===== src/hw/trace_settings.svh =====
// Trace recorder build constants
// Data, register index and time stamp widths
// Record queue depth
// mstatus, mie and mip bit offsets for the machine CSR images

`ifndef TRACE_SETTINGS_SVH
`define TRACE_SETTINGS_SVH

// ----------------------------------------------------------
// Widths and depths
// ----------------------------------------------------------
`define TRACE_XLEN          32      // Data and PC width
`define TRACE_REG_AW        5       // Register index width
`define TRACE_EC_W          4       // mcause exception code width
`define TRACE_TIME_W        32      // Cycle time stamp width
`define TRACE_QUEUE_DEPTH   4       // Record queue entries, power of two

// ----------------------------------------------------------
// CSR bit offsets
// ----------------------------------------------------------
`define TRACE_MSTATUS_MIE_BIT   3
`define TRACE_MSTATUS_MPIE_BIT  7
`define TRACE_MSTATUS_MPP_LSB   11
`define TRACE_MPP_MACHINE       2'b11   // Core runs in M-mode only

// Shared by mie and mip
`define TRACE_MSIE_BIT  3
`define TRACE_MTIE_BIT  7
`define TRACE_MEIE_BIT  11

`endif


===== src/hw/trace_pkg.sv =====
// Trace recorder types
// Event classes of a trace record
// Line kinds, which act as the line opcode
// Line sequencer FSM states

package trace_pkg;

    // Event class, priority exc > irq > wake > none
    typedef enum logic [1:0] {
        EV_NONE = 2'd0,
        EV_EXC  = 2'd1,
        EV_IRQ  = 2'd2,
        EV_WAKE = 2'd3
    } trace_event_e;

    // What a single output line reports
    typedef enum logic [2:0] {
        LINE_EMPTY   = 3'd0,    // Nothing to report
        LINE_REG     = 3'd1,    // Register-file write
        LINE_MSTATUS = 3'd2,
        LINE_MEPC    = 3'd3,
        LINE_MCAUSE  = 3'd4,
        LINE_MTVAL   = 3'd5,
        LINE_MIP     = 3'd6,
        LINE_MIE     = 3'd7
    } line_kind_e;

    // Sequencer, one state per line of a record
    typedef enum logic [2:0] {
        SEQ_IDLE = 3'd0,
        SEQ_L0   = 3'd1,
        SEQ_L1   = 3'd2,
        SEQ_L2   = 3'd3,
        SEQ_L3   = 3'd4
    } seq_state_e;

endpackage


===== src/hw/trace_capture.sv =====
// Trace capture stage
// Free-running cycle counter
// Update detection and event classification
// Record registers with PC chaining and CSR snapshot

`timescale 1ns/100ps
`include "trace_settings.svh"

module trace_capture (
    input  logic                         clk,
    input  logic                         rst_n,
    input  logic                         pc_update_i,     // PC update strobe
    input  logic [`TRACE_XLEN-1:0]       next_pc_i,
    input  logic [`TRACE_XLEN-1:0]       instr_i,
    input  logic                         reg_wr_i,        // Register-file write strobe
    input  logic [`TRACE_REG_AW-1:0]     reg_addr_i,
    input  logic [`TRACE_XLEN-1:0]       reg_data_i,
    input  logic                         exc_i,
    input  logic                         irq_i,
    input  logic                         wake_i,
    input  logic [`TRACE_XLEN-1:0]       mstatus_i,
    input  logic [`TRACE_XLEN-1:0]       mepc_i,
    input  logic [`TRACE_XLEN-1:0]       mcause_i,
    input  logic [`TRACE_XLEN-1:0]       mtval_i,
    input  logic [`TRACE_XLEN-1:0]       mip_i,
    input  logic [`TRACE_XLEN-1:0]       mie_i,
    output logic                         rec_valid_o,     // One-cycle pulse per record
    output trace_pkg::trace_event_e      rec_event_o,
    output logic [`TRACE_TIME_W-1:0]     rec_time_o,
    output logic [`TRACE_XLEN-1:0]       rec_pc_o,
    output logic [`TRACE_XLEN-1:0]       rec_instr_o,
    output logic [`TRACE_XLEN-1:0]       rec_npc_o,
    output logic                         rec_reg_wr_o,
    output logic [`TRACE_REG_AW-1:0]     rec_reg_addr_o,
    output logic [`TRACE_XLEN-1:0]       rec_reg_data_o,
    output logic [`TRACE_XLEN-1:0]       rec_mstatus_o,
    output logic [`TRACE_XLEN-1:0]       rec_mepc_o,
    output logic [`TRACE_XLEN-1:0]       rec_mcause_o,
    output logic [`TRACE_XLEN-1:0]       rec_mtval_o,
    output logic [`TRACE_XLEN-1:0]       rec_mip_o,
    output logic [`TRACE_XLEN-1:0]       rec_mie_o
);
    import trace_pkg::*;

    logic [`TRACE_TIME_W-1:0]   cycle_cnt;     // Cycles since reset release
    logic                       update;        // Trace update seen this edge
    trace_event_e               event_nxt;

    assign update = pc_update_i | reg_wr_i;

    // Event class by priority
    always_comb begin
        if (exc_i)        event_nxt = EV_EXC;
        else if (irq_i)   event_nxt = EV_IRQ;
        else if (wake_i)  event_nxt = EV_WAKE;
        else              event_nxt = EV_NONE;
    end

    // ----------------------------------------------------------
    // Cycle counter, 0 at first edge after reset
    // ----------------------------------------------------------
    always_ff @(posedge clk) begin
        if (!rst_n) begin
            cycle_cnt <= '0;
        end else begin
            cycle_cnt <= cycle_cnt + 1'b1;
        end
    end

    // ----------------------------------------------------------
    // Record control and PC chain
    // ----------------------------------------------------------
    always_ff @(posedge clk) begin
        if (!rst_n) begin
            rec_valid_o  <= 1'b0;
            rec_event_o  <= EV_NONE;
            rec_time_o   <= '0;
            rec_pc_o     <= '0;
            rec_npc_o    <= '0;
            rec_reg_wr_o <= 1'b0;
        end else begin
            rec_valid_o <= update;
            if (update) begin
                rec_event_o  <= event_nxt;
                rec_time_o   <= cycle_cnt;            // Count sampled at this edge
                rec_pc_o     <= rec_npc_o;            // Current PC from last next PC
                rec_npc_o    <= next_pc_i;
                rec_reg_wr_o <= reg_wr_i && (reg_addr_i != '0);   // x0 never reported
            end
        end
    end

    // Payload, no reset
    always_ff @(posedge clk) begin
        if (update) begin
            rec_instr_o   <= instr_i;
            rec_mstatus_o <= mstatus_i;   // CSR snapshot
            rec_mepc_o    <= mepc_i;
            rec_mcause_o  <= mcause_i;
            rec_mtval_o   <= mtval_i;
            rec_mip_o     <= mip_i;
            rec_mie_o     <= mie_i;
        end
        if (reg_wr_i) begin
            rec_reg_addr_o <= reg_addr_i;
            rec_reg_data_o <= reg_data_i;
        end
    end

endmodule


===== src/hw/trace_csr_pack.sv =====
// Machine CSR image assembly
// Builds mstatus, mie, mip, mepc, mcause and mtval from loose fields
// Purely combinational

`timescale 1ns/100ps
`include "trace_settings.svh"

module trace_csr_pack (
    input  logic                     mstatus_mie_i,
    input  logic                     mstatus_mpie_i,
    input  logic                     mie_msie_i,
    input  logic                     mie_mtie_i,
    input  logic                     mie_meie_i,
    input  logic                     mip_msip_i,
    input  logic                     mip_mtip_i,
    input  logic                     mip_meip_i,
    input  logic [`TRACE_XLEN-2:0]   mepc_i,        // Bits 31..1, RVC alignment
    input  logic                     mcause_irq_i,
    input  logic [`TRACE_EC_W-1:0]   mcause_ec_i,
    input  logic [`TRACE_XLEN-1:0]   mtval_i,
    output logic [`TRACE_XLEN-1:0]   mstatus_o,
    output logic [`TRACE_XLEN-1:0]   mie_o,
    output logic [`TRACE_XLEN-1:0]   mip_o,
    output logic [`TRACE_XLEN-1:0]   mepc_o,
    output logic [`TRACE_XLEN-1:0]   mcause_o,
    output logic [`TRACE_XLEN-1:0]   mtval_o
);

    // ----------------------------------------------------------
    // Bit-field images
    // ----------------------------------------------------------
    always_comb begin
        mstatus_o = '0;
        mstatus_o[`TRACE_MSTATUS_MIE_BIT]  = mstatus_mie_i;
        mstatus_o[`TRACE_MSTATUS_MPIE_BIT] = mstatus_mpie_i;
        mstatus_o[`TRACE_MSTATUS_MPP_LSB +: 2] = `TRACE_MPP_MACHINE;   // MPP always M

        mie_o = '0;
        mie_o[`TRACE_MSIE_BIT] = mie_msie_i;
        mie_o[`TRACE_MTIE_BIT] = mie_mtie_i;
        mie_o[`TRACE_MEIE_BIT] = mie_meie_i;

        // Same layout as mie
        mip_o = '0;
        mip_o[`TRACE_MSIE_BIT] = mip_msip_i;
        mip_o[`TRACE_MTIE_BIT] = mip_mtip_i;
        mip_o[`TRACE_MEIE_BIT] = mip_meip_i;
    end

    // ----------------------------------------------------------
    // Whole-word images
    // ----------------------------------------------------------
    assign mepc_o   = {mepc_i, 1'b0};   // Bit 0 never stored
    assign mcause_o = {mcause_irq_i, {(`TRACE_XLEN-1-`TRACE_EC_W){1'b0}}, mcause_ec_i};
    assign mtval_o  = mtval_i;

endmodule


===== src/hw/trace_line_seq.sv =====
// Trace line sequencer
// Record queue with sticky overflow flag
// Line-expansion FSM, one line per cycle
// Line field and value selection

`timescale 1ns/100ps
`include "trace_settings.svh"

module trace_line_seq (
    input  logic                         clk,
    input  logic                         rst_n,
    input  logic                         rec_valid_i,
    input  trace_pkg::trace_event_e      rec_event_i,
    input  logic [`TRACE_TIME_W-1:0]     rec_time_i,
    input  logic [`TRACE_XLEN-1:0]       rec_pc_i,
    input  logic [`TRACE_XLEN-1:0]       rec_instr_i,
    input  logic [`TRACE_XLEN-1:0]       rec_npc_i,
    input  logic                         rec_reg_wr_i,
    input  logic [`TRACE_REG_AW-1:0]     rec_reg_addr_i,
    input  logic [`TRACE_XLEN-1:0]       rec_reg_data_i,
    input  logic [`TRACE_XLEN-1:0]       rec_mstatus_i,
    input  logic [`TRACE_XLEN-1:0]       rec_mepc_i,
    input  logic [`TRACE_XLEN-1:0]       rec_mcause_i,
    input  logic [`TRACE_XLEN-1:0]       rec_mtval_i,
    input  logic [`TRACE_XLEN-1:0]       rec_mip_i,
    input  logic [`TRACE_XLEN-1:0]       rec_mie_i,
    output logic                         line_valid_o,
    output logic                         line_last_o,     // Final line of a record
    output trace_pkg::trace_event_e      line_event_o,
    output trace_pkg::line_kind_e        line_kind_o,
    output logic [`TRACE_TIME_W-1:0]     line_time_o,
    output logic [`TRACE_XLEN-1:0]       line_pc_o,
    output logic [`TRACE_XLEN-1:0]       line_instr_o,
    output logic [`TRACE_XLEN-1:0]       line_npc_o,
    output logic [`TRACE_REG_AW-1:0]     line_reg_o,
    output logic [`TRACE_XLEN-1:0]       line_value_o,
    output logic                         overflow_o       // Sticky until reset
);
    import trace_pkg::*;

    localparam int REC_W = 2 + `TRACE_TIME_W + 1 + `TRACE_REG_AW + 10 * `TRACE_XLEN;
    localparam int PW    = $clog2(`TRACE_QUEUE_DEPTH);
    localparam int CW    = $clog2(`TRACE_QUEUE_DEPTH + 1);

    // ----------------------------------------------------------
    // Record queue
    // ----------------------------------------------------------
    logic [REC_W-1:0]   q_mem [`TRACE_QUEUE_DEPTH];
    logic [PW-1:0]      wr_ptr, rd_ptr;       // Depth is a power of two, pointers wrap
    logic [CW-1:0]      q_cnt;
    logic [REC_W-1:0]   push_rec;
    logic               full, empty, push, pop;

    // Record currently expanding
    logic [REC_W-1:0]           cur_rec;
    logic [1:0]                 cur_ev_raw;
    trace_event_e               cur_ev;
    logic [`TRACE_TIME_W-1:0]   cur_time;
    logic [`TRACE_XLEN-1:0]     cur_pc, cur_instr, cur_npc, cur_data;
    logic                       cur_reg_wr;
    logic [`TRACE_REG_AW-1:0]   cur_addr;
    logic [`TRACE_XLEN-1:0]     cur_mstatus, cur_mepc, cur_mcause, cur_mtval, cur_mip, cur_mie;

    seq_state_e     state;
    logic [1:0]     line_idx;
    logic [2:0]     n_lines;
    logic           wake_pend;
    logic           advance;
    line_kind_e     kind;

    assign push_rec = {rec_event_i, rec_time_i, rec_pc_i, rec_instr_i, rec_npc_i,
                       rec_reg_wr_i, rec_reg_addr_i, rec_reg_data_i, rec_mstatus_i,
                       rec_mepc_i, rec_mcause_i, rec_mtval_i, rec_mip_i, rec_mie_i};

    assign full  = (q_cnt == CW'(`TRACE_QUEUE_DEPTH));
    assign empty = (q_cnt == '0);
    assign push  = rec_valid_i && !full;    // Dropped when full
    assign advance = (state == SEQ_IDLE) || line_last_o;
    assign pop   = advance && !empty;

    always_ff @(posedge clk) begin
        if (!rst_n) begin
            wr_ptr     <= '0;
            rd_ptr     <= '0;
            q_cnt      <= '0;
            overflow_o <= 1'b0;
        end else begin
            if (push) wr_ptr <= wr_ptr + 1'b1;
            if (pop)  rd_ptr <= rd_ptr + 1'b1;
            case ({push, pop})
                2'b10:   q_cnt <= q_cnt + 1'b1;
                2'b01:   q_cnt <= q_cnt - 1'b1;
                default: q_cnt <= q_cnt;
            endcase
            if (rec_valid_i && full) overflow_o <= 1'b1;
        end
    end

    // Storage and head record, no reset
    always_ff @(posedge clk) begin
        if (push) q_mem[wr_ptr] <= push_rec;
        if (pop)  cur_rec <= q_mem[rd_ptr];
    end

    assign {cur_ev_raw, cur_time, cur_pc, cur_instr, cur_npc, cur_reg_wr, cur_addr,
            cur_data, cur_mstatus, cur_mepc, cur_mcause, cur_mtval, cur_mip, cur_mie} = cur_rec;
    assign cur_ev    = trace_event_e'(cur_ev_raw);
    assign wake_pend = |(cur_mip & cur_mie);   // Enabled interrupt pending

    // ----------------------------------------------------------
    // Expansion FSM
    // ----------------------------------------------------------
    always_ff @(posedge clk) begin
        if (!rst_n) begin
            state <= SEQ_IDLE;
        end else if (advance) begin
            state <= empty ? SEQ_IDLE : SEQ_L0;   // Next record back to back
        end else begin
            case (state)
                SEQ_L0:  state <= SEQ_L1;
                SEQ_L1:  state <= SEQ_L2;
                SEQ_L2:  state <= SEQ_L3;
                default: state <= SEQ_IDLE;
            endcase
        end
    end

    always_comb begin
        case (state)
            SEQ_L1:  line_idx = 2'd1;
            SEQ_L2:  line_idx = 2'd2;
            SEQ_L3:  line_idx = 2'd3;
            default: line_idx = 2'd0;
        endcase
        // Lines per record
        if (cur_ev == EV_EXC || cur_ev == EV_IRQ) n_lines = 3'd4;
        else if (cur_ev == EV_WAKE && wake_pend)  n_lines = 3'd2;
        else                                      n_lines = 3'd1;
    end

    // Line kind from event and position
    always_comb begin
        case (cur_ev)
            EV_EXC, EV_IRQ: begin
                case (line_idx)
                    2'd0:    kind = LINE_MSTATUS;
                    2'd1:    kind = LINE_MEPC;
                    2'd2:    kind = LINE_MCAUSE;
                    default: kind = LINE_MTVAL;
                endcase
            end
            EV_WAKE: begin
                if (!wake_pend)          kind = LINE_EMPTY;
                else if (line_idx == 0)  kind = LINE_MIP;
                else                     kind = LINE_MIE;
            end
            default: kind = cur_reg_wr ? LINE_REG : LINE_EMPTY;
        endcase
    end

    // ----------------------------------------------------------
    // Line outputs
    // ----------------------------------------------------------
    assign line_valid_o = (state != SEQ_IDLE);
    assign line_last_o  = line_valid_o && ({1'b0, line_idx} == n_lines - 3'd1);
    assign line_event_o = cur_ev;
    assign line_kind_o  = kind;
    assign line_time_o  = cur_time;
    assign line_pc_o    = cur_pc;
    assign line_instr_o = cur_instr;
    assign line_npc_o   = cur_npc;
    assign line_reg_o   = (kind == LINE_REG) ? cur_addr : '0;

    always_comb begin
        case (kind)
            LINE_REG:     line_value_o = cur_data;
            LINE_MSTATUS: line_value_o = cur_mstatus;
            LINE_MEPC:    line_value_o = cur_mepc;
            LINE_MCAUSE:  line_value_o = cur_mcause;
            LINE_MTVAL:   line_value_o = cur_mtval;
            LINE_MIP:     line_value_o = cur_mip;
            LINE_MIE:     line_value_o = cur_mie;
            default:      line_value_o = '0;   // Empty line
        endcase
    end

endmodule


===== src/hw/trace_recorder.sv =====
// Trace recorder top level
// CSR image assembly, capture stage and line sequencer

`timescale 1ns/100ps
`include "trace_settings.svh"

module trace_recorder (
    input  logic                         clk,
    input  logic                         rst_n,
    // Retire-side strobes
    input  logic                         pc_update_i,
    input  logic [`TRACE_XLEN-1:0]       next_pc_i,
    input  logic [`TRACE_XLEN-1:0]       instr_i,
    input  logic                         reg_wr_i,
    input  logic [`TRACE_REG_AW-1:0]     reg_addr_i,
    input  logic [`TRACE_XLEN-1:0]       reg_data_i,
    input  logic                         exc_i,
    input  logic                         irq_i,
    input  logic                         wake_i,
    // Loose CSR fields
    input  logic                         mstatus_mie_i,
    input  logic                         mstatus_mpie_i,
    input  logic                         mie_msie_i,
    input  logic                         mie_mtie_i,
    input  logic                         mie_meie_i,
    input  logic                         mip_msip_i,
    input  logic                         mip_mtip_i,
    input  logic                         mip_meip_i,
    input  logic [`TRACE_XLEN-2:0]       mepc_i,
    input  logic                         mcause_irq_i,
    input  logic [`TRACE_EC_W-1:0]       mcause_ec_i,
    input  logic [`TRACE_XLEN-1:0]       mtval_i,
    // Trace lines
    output logic                         line_valid_o,
    output logic                         line_last_o,
    output trace_pkg::trace_event_e      line_event_o,
    output trace_pkg::line_kind_e        line_kind_o,
    output logic [`TRACE_TIME_W-1:0]     line_time_o,
    output logic [`TRACE_XLEN-1:0]       line_pc_o,
    output logic [`TRACE_XLEN-1:0]       line_instr_o,
    output logic [`TRACE_XLEN-1:0]       line_npc_o,
    output logic [`TRACE_REG_AW-1:0]     line_reg_o,
    output logic [`TRACE_XLEN-1:0]       line_value_o,
    output logic                         overflow_o
);
    import trace_pkg::*;

    // CSR images
    logic [`TRACE_XLEN-1:0]     mstatus, mie, mip, mepc, mcause, mtval;

    // Capture to sequencer
    logic                       rec_valid, rec_reg_wr;
    trace_event_e               rec_event;
    logic [`TRACE_TIME_W-1:0]   rec_time;
    logic [`TRACE_XLEN-1:0]     rec_pc, rec_instr, rec_npc, rec_reg_data;
    logic [`TRACE_REG_AW-1:0]   rec_reg_addr;
    logic [`TRACE_XLEN-1:0]     rec_mstatus, rec_mepc, rec_mcause, rec_mtval, rec_mip, rec_mie;

    trace_csr_pack u_csr_pack (
        .mstatus_mie_i, .mstatus_mpie_i,
        .mie_msie_i, .mie_mtie_i, .mie_meie_i,
        .mip_msip_i, .mip_mtip_i, .mip_meip_i,
        .mepc_i, .mcause_irq_i, .mcause_ec_i, .mtval_i,
        .mstatus_o (mstatus), .mie_o (mie), .mip_o (mip),
        .mepc_o (mepc), .mcause_o (mcause), .mtval_o (mtval)
    );

    trace_capture u_capture (
        .clk, .rst_n,
        .pc_update_i, .next_pc_i, .instr_i,
        .reg_wr_i, .reg_addr_i, .reg_data_i,
        .exc_i, .irq_i, .wake_i,
        .mstatus_i (mstatus), .mepc_i (mepc), .mcause_i (mcause),
        .mtval_i (mtval), .mip_i (mip), .mie_i (mie),
        .rec_valid_o (rec_valid), .rec_event_o (rec_event), .rec_time_o (rec_time),
        .rec_pc_o (rec_pc), .rec_instr_o (rec_instr), .rec_npc_o (rec_npc),
        .rec_reg_wr_o (rec_reg_wr), .rec_reg_addr_o (rec_reg_addr),
        .rec_reg_data_o (rec_reg_data),
        .rec_mstatus_o (rec_mstatus), .rec_mepc_o (rec_mepc), .rec_mcause_o (rec_mcause),
        .rec_mtval_o (rec_mtval), .rec_mip_o (rec_mip), .rec_mie_o (rec_mie)
    );

    trace_line_seq u_line_seq (
        .clk, .rst_n,
        .rec_valid_i (rec_valid), .rec_event_i (rec_event), .rec_time_i (rec_time),
        .rec_pc_i (rec_pc), .rec_instr_i (rec_instr), .rec_npc_i (rec_npc),
        .rec_reg_wr_i (rec_reg_wr), .rec_reg_addr_i (rec_reg_addr),
        .rec_reg_data_i (rec_reg_data),
        .rec_mstatus_i (rec_mstatus), .rec_mepc_i (rec_mepc), .rec_mcause_i (rec_mcause),
        .rec_mtval_i (rec_mtval), .rec_mip_i (rec_mip), .rec_mie_i (rec_mie),
        .line_valid_o, .line_last_o, .line_event_o, .line_kind_o, .line_time_o,
        .line_pc_o, .line_instr_o, .line_npc_o, .line_reg_o, .line_value_o,
        .overflow_o
    );

endmodule


===== config.mk =====
export PLATFORM = sky130hd
export DESIGN_NAME = trace_recorder
export DESIGN_NICKNAME = d
export VERILOG_FILES = /design/src/hw/trace_pkg.sv /design/src/hw/trace_capture.sv /design/src/hw/trace_csr_pack.sv /design/src/hw/trace_line_seq.sv /design/src/hw/trace_recorder.sv
export VERILOG_INCLUDE_DIRS = /design/src /design/src/hw
export SDC_FILE = /design/constraint.sdc
export NUM_CORES = 1
export LEC_CHECK = 0
export ABC_AREA = 1
export BUFFER_PORTS_ARGS = -buffer_cell sky130_fd_sc_hd__buf_4
export CAP_MARGIN = 20
export CORE_MARGIN = 5
export CORE_UTILIZATION = 53
export CTS_CLUSTER_DIAMETER = 50
export DETAILED_ROUTE_END_ITERATION = 10
export PLACE_DENSITY = 0.78
export SYNTH_ARGS = -nofsm -noshare
export SYNTH_HDL_FRONTEND = slang
export SYNTH_SLANG_ARGS = --single-unit

===== constraint.sdc =====
create_clock -name clk -period 14.8 [get_ports clk]
set_input_delay 3.7 -clock clk [delete_from_list [all_inputs] [get_ports clk]]
set_output_delay 3.7 -clock clk [all_outputs]
set_load 0.02 [all_outputs]

-- Word-level counts from Yosys, hierarchy flattened
Memory sizes are Yosys's and may differ from the RTL's. A register that Yosys moved wholly into a read port is not among the register bits.
Cells that the tools add are included.
- register bits: 648
- latch bits: 0
- bits in writable memories: 976
- memory bits (read-only): 0
- input bits: 184
- output and inout bits: 173
- logic and storage cells: 88
- memories: 1
- memory list (name ; depth ; width ; rd ports ; clocked after memory_dff ; write ports ; line ; source):
    u_line_seq.q_mem ; 4 ; 244 ; 1 ; 1 ; 1 ; trace_line_seq.sv:48 ; logic [REC_W-1:0] q_mem [`TRACE_QUEUE_DEPTH];
- add/sub/neg operators: 6
- multiply operators: 0
- div/mod/pow operators: 0
- $lt $le $gt $ge: 0
- equality and inequality tests: 20
- shift operators: 0
- muxes and demuxes: 19
- bitwise gates (word level): 2
- reduce and logical (&&, ||, !) cells: 18
- operator list (kind ; count):
    one-hot mux 32 bit (7 select lines) ; 1
    adder 32 x 1 -> 32 bit (second input constant) ; 1
    AND 32 bit ; 1
    OR reduction 32 bit ; 1
    equality test 3 bit (second input constant) ; 6
    one-hot mux 3 bit (3 select lines) ; 2
    equality test 3 x 2 -> 1 bit (second input constant) ; 4
    one-hot mux 3 bit (2 select lines) ; 2
    two-way mux 3 bit ; 3
    equality test 2 bit (second input constant) ; 4
    two-way mux 2 bit ; 4
    equality test 2 x 1 -> 1 bit (second input constant) ; 3
    equality test 3 x 1 -> 1 bit (second input constant) ; 2
    logical AND 1 bit ; 6
    zero test 3 bit ; 2
    one-hot mux 2 bit (3 select lines) ; 1
    subtractor 3 x 1 -> 3 bit (second input constant) ; 2
    two-way mux 1 bit ; 5
    two-way mux 5 bit ; 1
    nonzero test 5 bit ; 1
    adder 2 x 1 -> 2 bit (second input constant) ; 2
    adder 3 x 1 -> 3 bit (second input constant) ; 1
    equality test 2 x 3 -> 1 bit ; 1
    nonzero test 3 bit ; 1
    6 further kinds ; 8

-- Longest topological paths before layout
- word-level depth: 12
- mapped depth: 17
- depth with buffers taken out: 17

-- Hierarchy
From an unflattened synthesis, not the netlist that was laid out.
- cell total of the unflattened synthesis: 5802
- area total of the unflattened synthesis: 82369.0 um2
- by module, submodules not included (module ; instances ; cells each ; area an instance (um2) ; sequential area each (um2)):
    trace_line_seq ; 1 ; 4663 ; 68014.0 ; 54272.1
    trace_capture ; 1 ; 945 ; 12906.1 ; 10480.1
    trace_csr_pack ; 1 ; 194 ; 1448.9 ; 0.0

-- Worst setup path after synthesis
No wires, ideal clock.
- path type: reg-to-reg
- start point: register u_line_seq.q_cnt[2]
- end point: memory u_line_seq.q_mem[0][0] (netlist bit), enable pin
- setup time: 0.854 ns
- data arrival time: 10.636 ns
- required time: 13.946 ns
- setup slack: 3.310 ns
- cell stages (with the launch flop): 4
- buffers on the path: 0
- clock period less this slack: 11.490 ns
- cell sequence: dfxtp_1 inv_1 o31ai_2 nor2_1
- cells in the longest elaborated chain, start to end: 5
- ends and longest elaborated chain (element ; line ; source):
    start: declaration ; trace_line_seq.sv:50 ; logic [CW-1:0] q_cnt;
    start signal: assignment ; trace_line_seq.sv:91 ; 2'b10: q_cnt <= q_cnt + 1'b1;
    start signal: assignment ; trace_line_seq.sv:92 ; 2'b01: q_cnt <= q_cnt - 1'b1;
    start signal: assignment ; trace_line_seq.sv:93 ; default: q_cnt <= q_cnt;
    equality test 3 bit ; trace_line_seq.sv:75 ; assign full = (q_cnt == CW'(`TRACE_QUEUE_DEPTH));
    zero test 1 bit ; trace_line_seq.sv:77 ; assign push = rec_valid_i && !full;
    logical AND 1 bit ; trace_line_seq.sv:77 ;
    two-way mux 1 bit ; trace_line_seq.sv:101 ; if (push) q_mem[wr_ptr] <= push_rec;
    two-way mux 1 bit (not written as such) ; trace_line_seq.sv:101 ;
    end: declaration ; trace_line_seq.sv:48 ;
No other way between the ends.

-- Final worst setup path
- start point: register u_line_seq.cur_rec[358] (read register of u_line_seq.q_mem)
- end point: output line_reg_o[1]
- cells in the longest elaborated chain, start to end: 5
- elaborated cells between the ends (all ways): 7
- classes of those cells: eq/ne: 4; mux: 2; reduce/logical: 1
- ends and longest elaborated chain (element ; line ; source):
    start: declaration ; trace_line_seq.sv:55 ; logic [REC_W-1:0] cur_rec;
    equality test 2 bit or equality test 2 x 1 -> 1 bit (tied branches) ; trace_line_seq.sv:143 ; case (cur_ev)
    OR reduction 2 bit ; trace_line_seq.sv:143 ;
    one-hot mux 3 bit (2 select lines) (*) ; trace_line_seq.sv:143 ;
    equality test 3 x 1 -> 1 bit (*) ; trace_line_seq.sv:172 ; assign line_reg_o = (kind == LINE_REG) ? cur_addr : '0;
    two-way mux 5 bit (*) ; trace_line_seq.sv:172 ;
    end: declaration ; trace_recorder.sv:42 ; output logic [`TRACE_REG_AW-1:0] line_reg_o,
Every way passes the cells marked *; elsewhere a longest branch is shown, timed or not.

==> results.json <==
{
  "max-vdd-ir-drop_v": 0.000177,
  "wire_per_inst_um": 22.8,
  "yosys_warnings": 0,
  "io_buffer_count": 356,
  "gp_congestion": 0.813,
  "final_cells": 5542,
  "synth.largest_area_cell": "edfxtp_1",
  "power_uw": 12700,
  "timing.slew.headroom": 0.211,
  "synth-edff-count": 1365,
  "critPathArrivalTime_ps": 3650,
  "fmaxAchievable_mhz": 136,
  "seqCellArea_um2": 43900,
  "highest_layer": "met4",
  "multiInputGateArea_um2": 9230,
  "critPathLaunchType": "flip-flop",
  "power_switching_uw": 4060,
  "synth-async-reset-ratio": 0,
  "syn_to_final_growth_pct": 14.3,
  "ys_seq_elements": 1508,
  "syn_area_um2": 55300,
  "post_cts_buffers": 0,
  "crit_path_end_kind": "output pin",
  "dpl.cell_count": 5261,
  "post_cts_resized": 0,
  "syn_inst": 3843,
  "worstMarginPinSlew_ps": 1180,
  "die_h_um": 333,
  "cp.required_ps": 11100,
  "antenna_found_initial": 5,
  "critPathMaxFanout": 67,
  "drive_gt1_frac": 0.160,
  "reg2reg_from": "u_line_seq.cur_rec[358]$_DFFE_PP_",
  "period_share": 0.496,
  "antenna_left": 0,
  "yosysSeqAreaShare": 0.793,
  "p_per_area_nw_per_um2": 201,
  "die_width_um": 333,
  "dp_hpwl_mm": 70.3,
  "cts.sink_count": 1508,
  "clockPowerShare": 0.299,
  "routed_via_density": 5.79,
  "overflow": 0,
  "syn_area_per_cell_um2": 14.4,
  "wl_met2_mm": 62.3,
  "p_leak_uw": 0.0218,
  "coreArea_um2": 104000,
  "routed-wl-met3_mm": 9.78,
  "cts_tree": "done",
  "synth_fp_nets": 4037,
  "nets": 4227,
  "grt_pass1_vias": 31100,
  "setup_viol": 0,
  "initial_core_util": 0.533,
  "clk_path_buf_depth": 3,
  "critPathKind": "flip-flop to output pin",
  "clk_pin_slew_ps": 60,
  "crit_end": "line_reg_o[1]",
  "switching_share": 0.320,
  "wl_met1_mm": 48.9,
  "synth_area_leaders": "edfxtp_1 (74%), o21ai_0 (5.4%), dfxtp_1 (5.2%), nor2_1 (4.6%), o22ai_1 (2.8%)",
  "post-route-min-period_ps": 7350,
  "drcViolationCount": 0,
  "drtIter0Drc": 3690,
  "reg2reg_to": "u_line_seq.cur_rec[201]$_DFFE_PP_",
  "intPower_uw": 8640,
  "ff2ff_path_depth": 11,
  "via_count": 32100,
  "num_rows": 118,
  "final.setup.tns_ps": 0,
  "hold_viol": 0,
  "root_buffer": "clkbuf_16",
  "grt_pass1_wl_mm": 188,
  "finClkSkew_ps": 37.2,
  "clk_latency_ps": 760,
  "status": "finished, final reports clean",
  "yosysTopAreaCellShare": 0.741,
  "startpoint": "u_line_seq.cur_rec[358]$_DFFE_PP_",
  "r2r_setup_slack_ps": 11140,
  "p_comb_frac": 0.232,
  "rsz0062_at_grt": "no",
  "dieArea_um2": 111000,
  "min_path_type": "flip-flop to flip-flop",
  "pin_count": 357,
  "holdBufCountCts": 0,
  "htree_levels": 4,
  "cts-buffers-inserted": 150,
  "routed_wl_mm": 126,
  "ys.flop_type": "edfxtp_1",
  "grt_max_degree": 249,
  "track_usage": 0.221,
  "firstDrtPassIters": 7,
  "fillCellCount": 7312,
  "cap_violations": 0,
  "slew_violations": 0,
  "ys_types": 48,
  "power.share.sequential": 0.469
}
-- layer usage --
metal  vias up  GRT usage
li1      14500          -
met1     15700      0.294
met2      1564      0.362
met3       277     0.0398
met4         0     0.0949
met5         -          0
-- worst min-delay path by stage --
stage / to / depth (start not counted) / slack (ps) / from
after floorplan: u_capture.cycle_cnt[0]$_SDFF_PN0_ / 1 / 440 / u_capture.cycle_cnt[0]$_SDFF_PN0_
after global placement: u_capture.cycle_cnt[31]$_SDFF_PN0_ / 2 / 450 / u_capture.cycle_cnt[31]$_SDFF_PN0_
after detailed placement: u_capture.cycle_cnt[31]$_SDFF_PN0_ / 2 / 460 / u_capture.cycle_cnt[31]$_SDFF_PN0_
after CTS: u_capture.cycle_cnt[31]$_SDFF_PN0_ / 2 / 460 / u_capture.cycle_cnt[31]$_SDFF_PN0_
after global routing: u_line_seq.q_mem[3][39]$_DFFE_PP_ / 0 / 500 / u_capture.rec_mcause_o[1]$_DFFE_PP_
final: u_capture.cycle_cnt[31]$_SDFF_PN0_ / 2 / 460 / u_capture.cycle_cnt[31]$_SDFF_PN0_
-- registers in the layout, indices dropped and copies added (netlist names), 2 cells and up --
register / flops
u_capture.rec_time_o: 32
u_capture.rec_mie_o: 3
u_line_seq.q_cnt: 3
u_line_seq.cur_rec: 244
u_capture.rec_mcause_o: 5
u_line_seq.q_mem: 976
u_capture.rec_mtval_o: 32
u_line_seq.rd_ptr: 2
u_capture.rec_instr_o: 32
u_line_seq.state: 3
u_line_seq.wr_ptr: 2
u_capture.rec_mepc_o: 31
u_capture.rec_npc_o: 32
u_capture.rec_mstatus_o: 2
u_capture.rec_event_o: 2
u_capture.rec_pc_o: 32
u_capture.rec_reg_data_o: 32
u_capture.rec_mip_o: 3
u_capture.rec_reg_addr_o: 5
u_capture.cycle_cnt: 32
-- per-stage QoR --
step                 util  hold slack, ps  setup slack, ps  instance area, um2
floorplan               -             437             3310               55300
global placement    0.561             448             7990               58200
detailed placement  0.562             455             7930               58200
CTS                 0.610             463             7270               63200
global route        0.610             503             7120               63200
finish              0.610             460             7450               63200
-- final cells by class --
class	count	area share
antenna	5	0.000198
clock inverter	79	0.0138
inverter	89	0.00584
timing repair buffer	391	0.0477
clock buffer	197	0.0653
multi-input combinational	1893	0.146
tap	1380	0.0273
sequential	1508	0.694
-- cells in the mapped netlist (all sizes together), types with 3 or more instances --
cell type  number
edfxtp       1365
nor2          690
o21ai         606
o22ai         244
clkbuf        177
buf           176
dfxtp         143
inv            86
nand3          85
nand4          82
nand2          77
a21oi          55
nor3           24
ha              9
xor2            4
a31oi           3
clkinv          3
-- power by group through the flow --
| stage | combinational [uW] | sequential, uW | clock [uW] |
|---|---|---|---|
| 2_1_floorplan | 2090 | 5960 | 0 |
| 5_1_grt | 3180 | 6000 | 4040 |
| 3_3_place_gp | 2860 | 6020 | 0 |
| 3_5_place_dp | 2950 | 6030 | 0 |
| 6_report | 2940 | 5960 | 3800 |
| 4_1_cts | 2960 | 5950 | 3850 |
-- kinds of logic (layout without fill, tap and decap cells) --
group | Yosys count | in the layout | synth area share
compound gates | 913 | 913 | 0.0887
xor+xnor | 4 | 4 | 0.000634
fa+ha+maj | 10 | 10 | 0.00240
buf+inv | 442 | 756 | 0.0407
flops | 1508 | 1508 | 0.793
other cells | 0 | 5 | 0
simple gates | 966 | 966 | 0.0745
-- placed cells by master (no fill, tap or decap), types with 9 or more instances in the layout --
cell and instances:
a21oi_1 54, buf_4 385, bufinv_16 13, clkbuf_1 33, clkbuf_16 155, clkbuf_8 9, clkinv_1 15, clkinv_2 23
clkinvlp_4 10, dfxtp_1 141, edfxtp_1 1365, ha_1 9, inv_1 81, nand2_1 68, nand3_1 81, nand4_1 80
nor2_1 676, nor2_4 9, nor3_1 23, o21ai_0 602, o22ai_1 244
-- worst max-delay path: stages, from the launching register on --
cell      delay, ps
edfxtp_1        370
inv_1            50
ha_1            330
ha_1            210
inv_1            60
nand2_1         140
nand2_2          80
buf_4           570
nand4_4         320
nor2_1          530
buf_4           250
(Power assumes the default switching activity.)
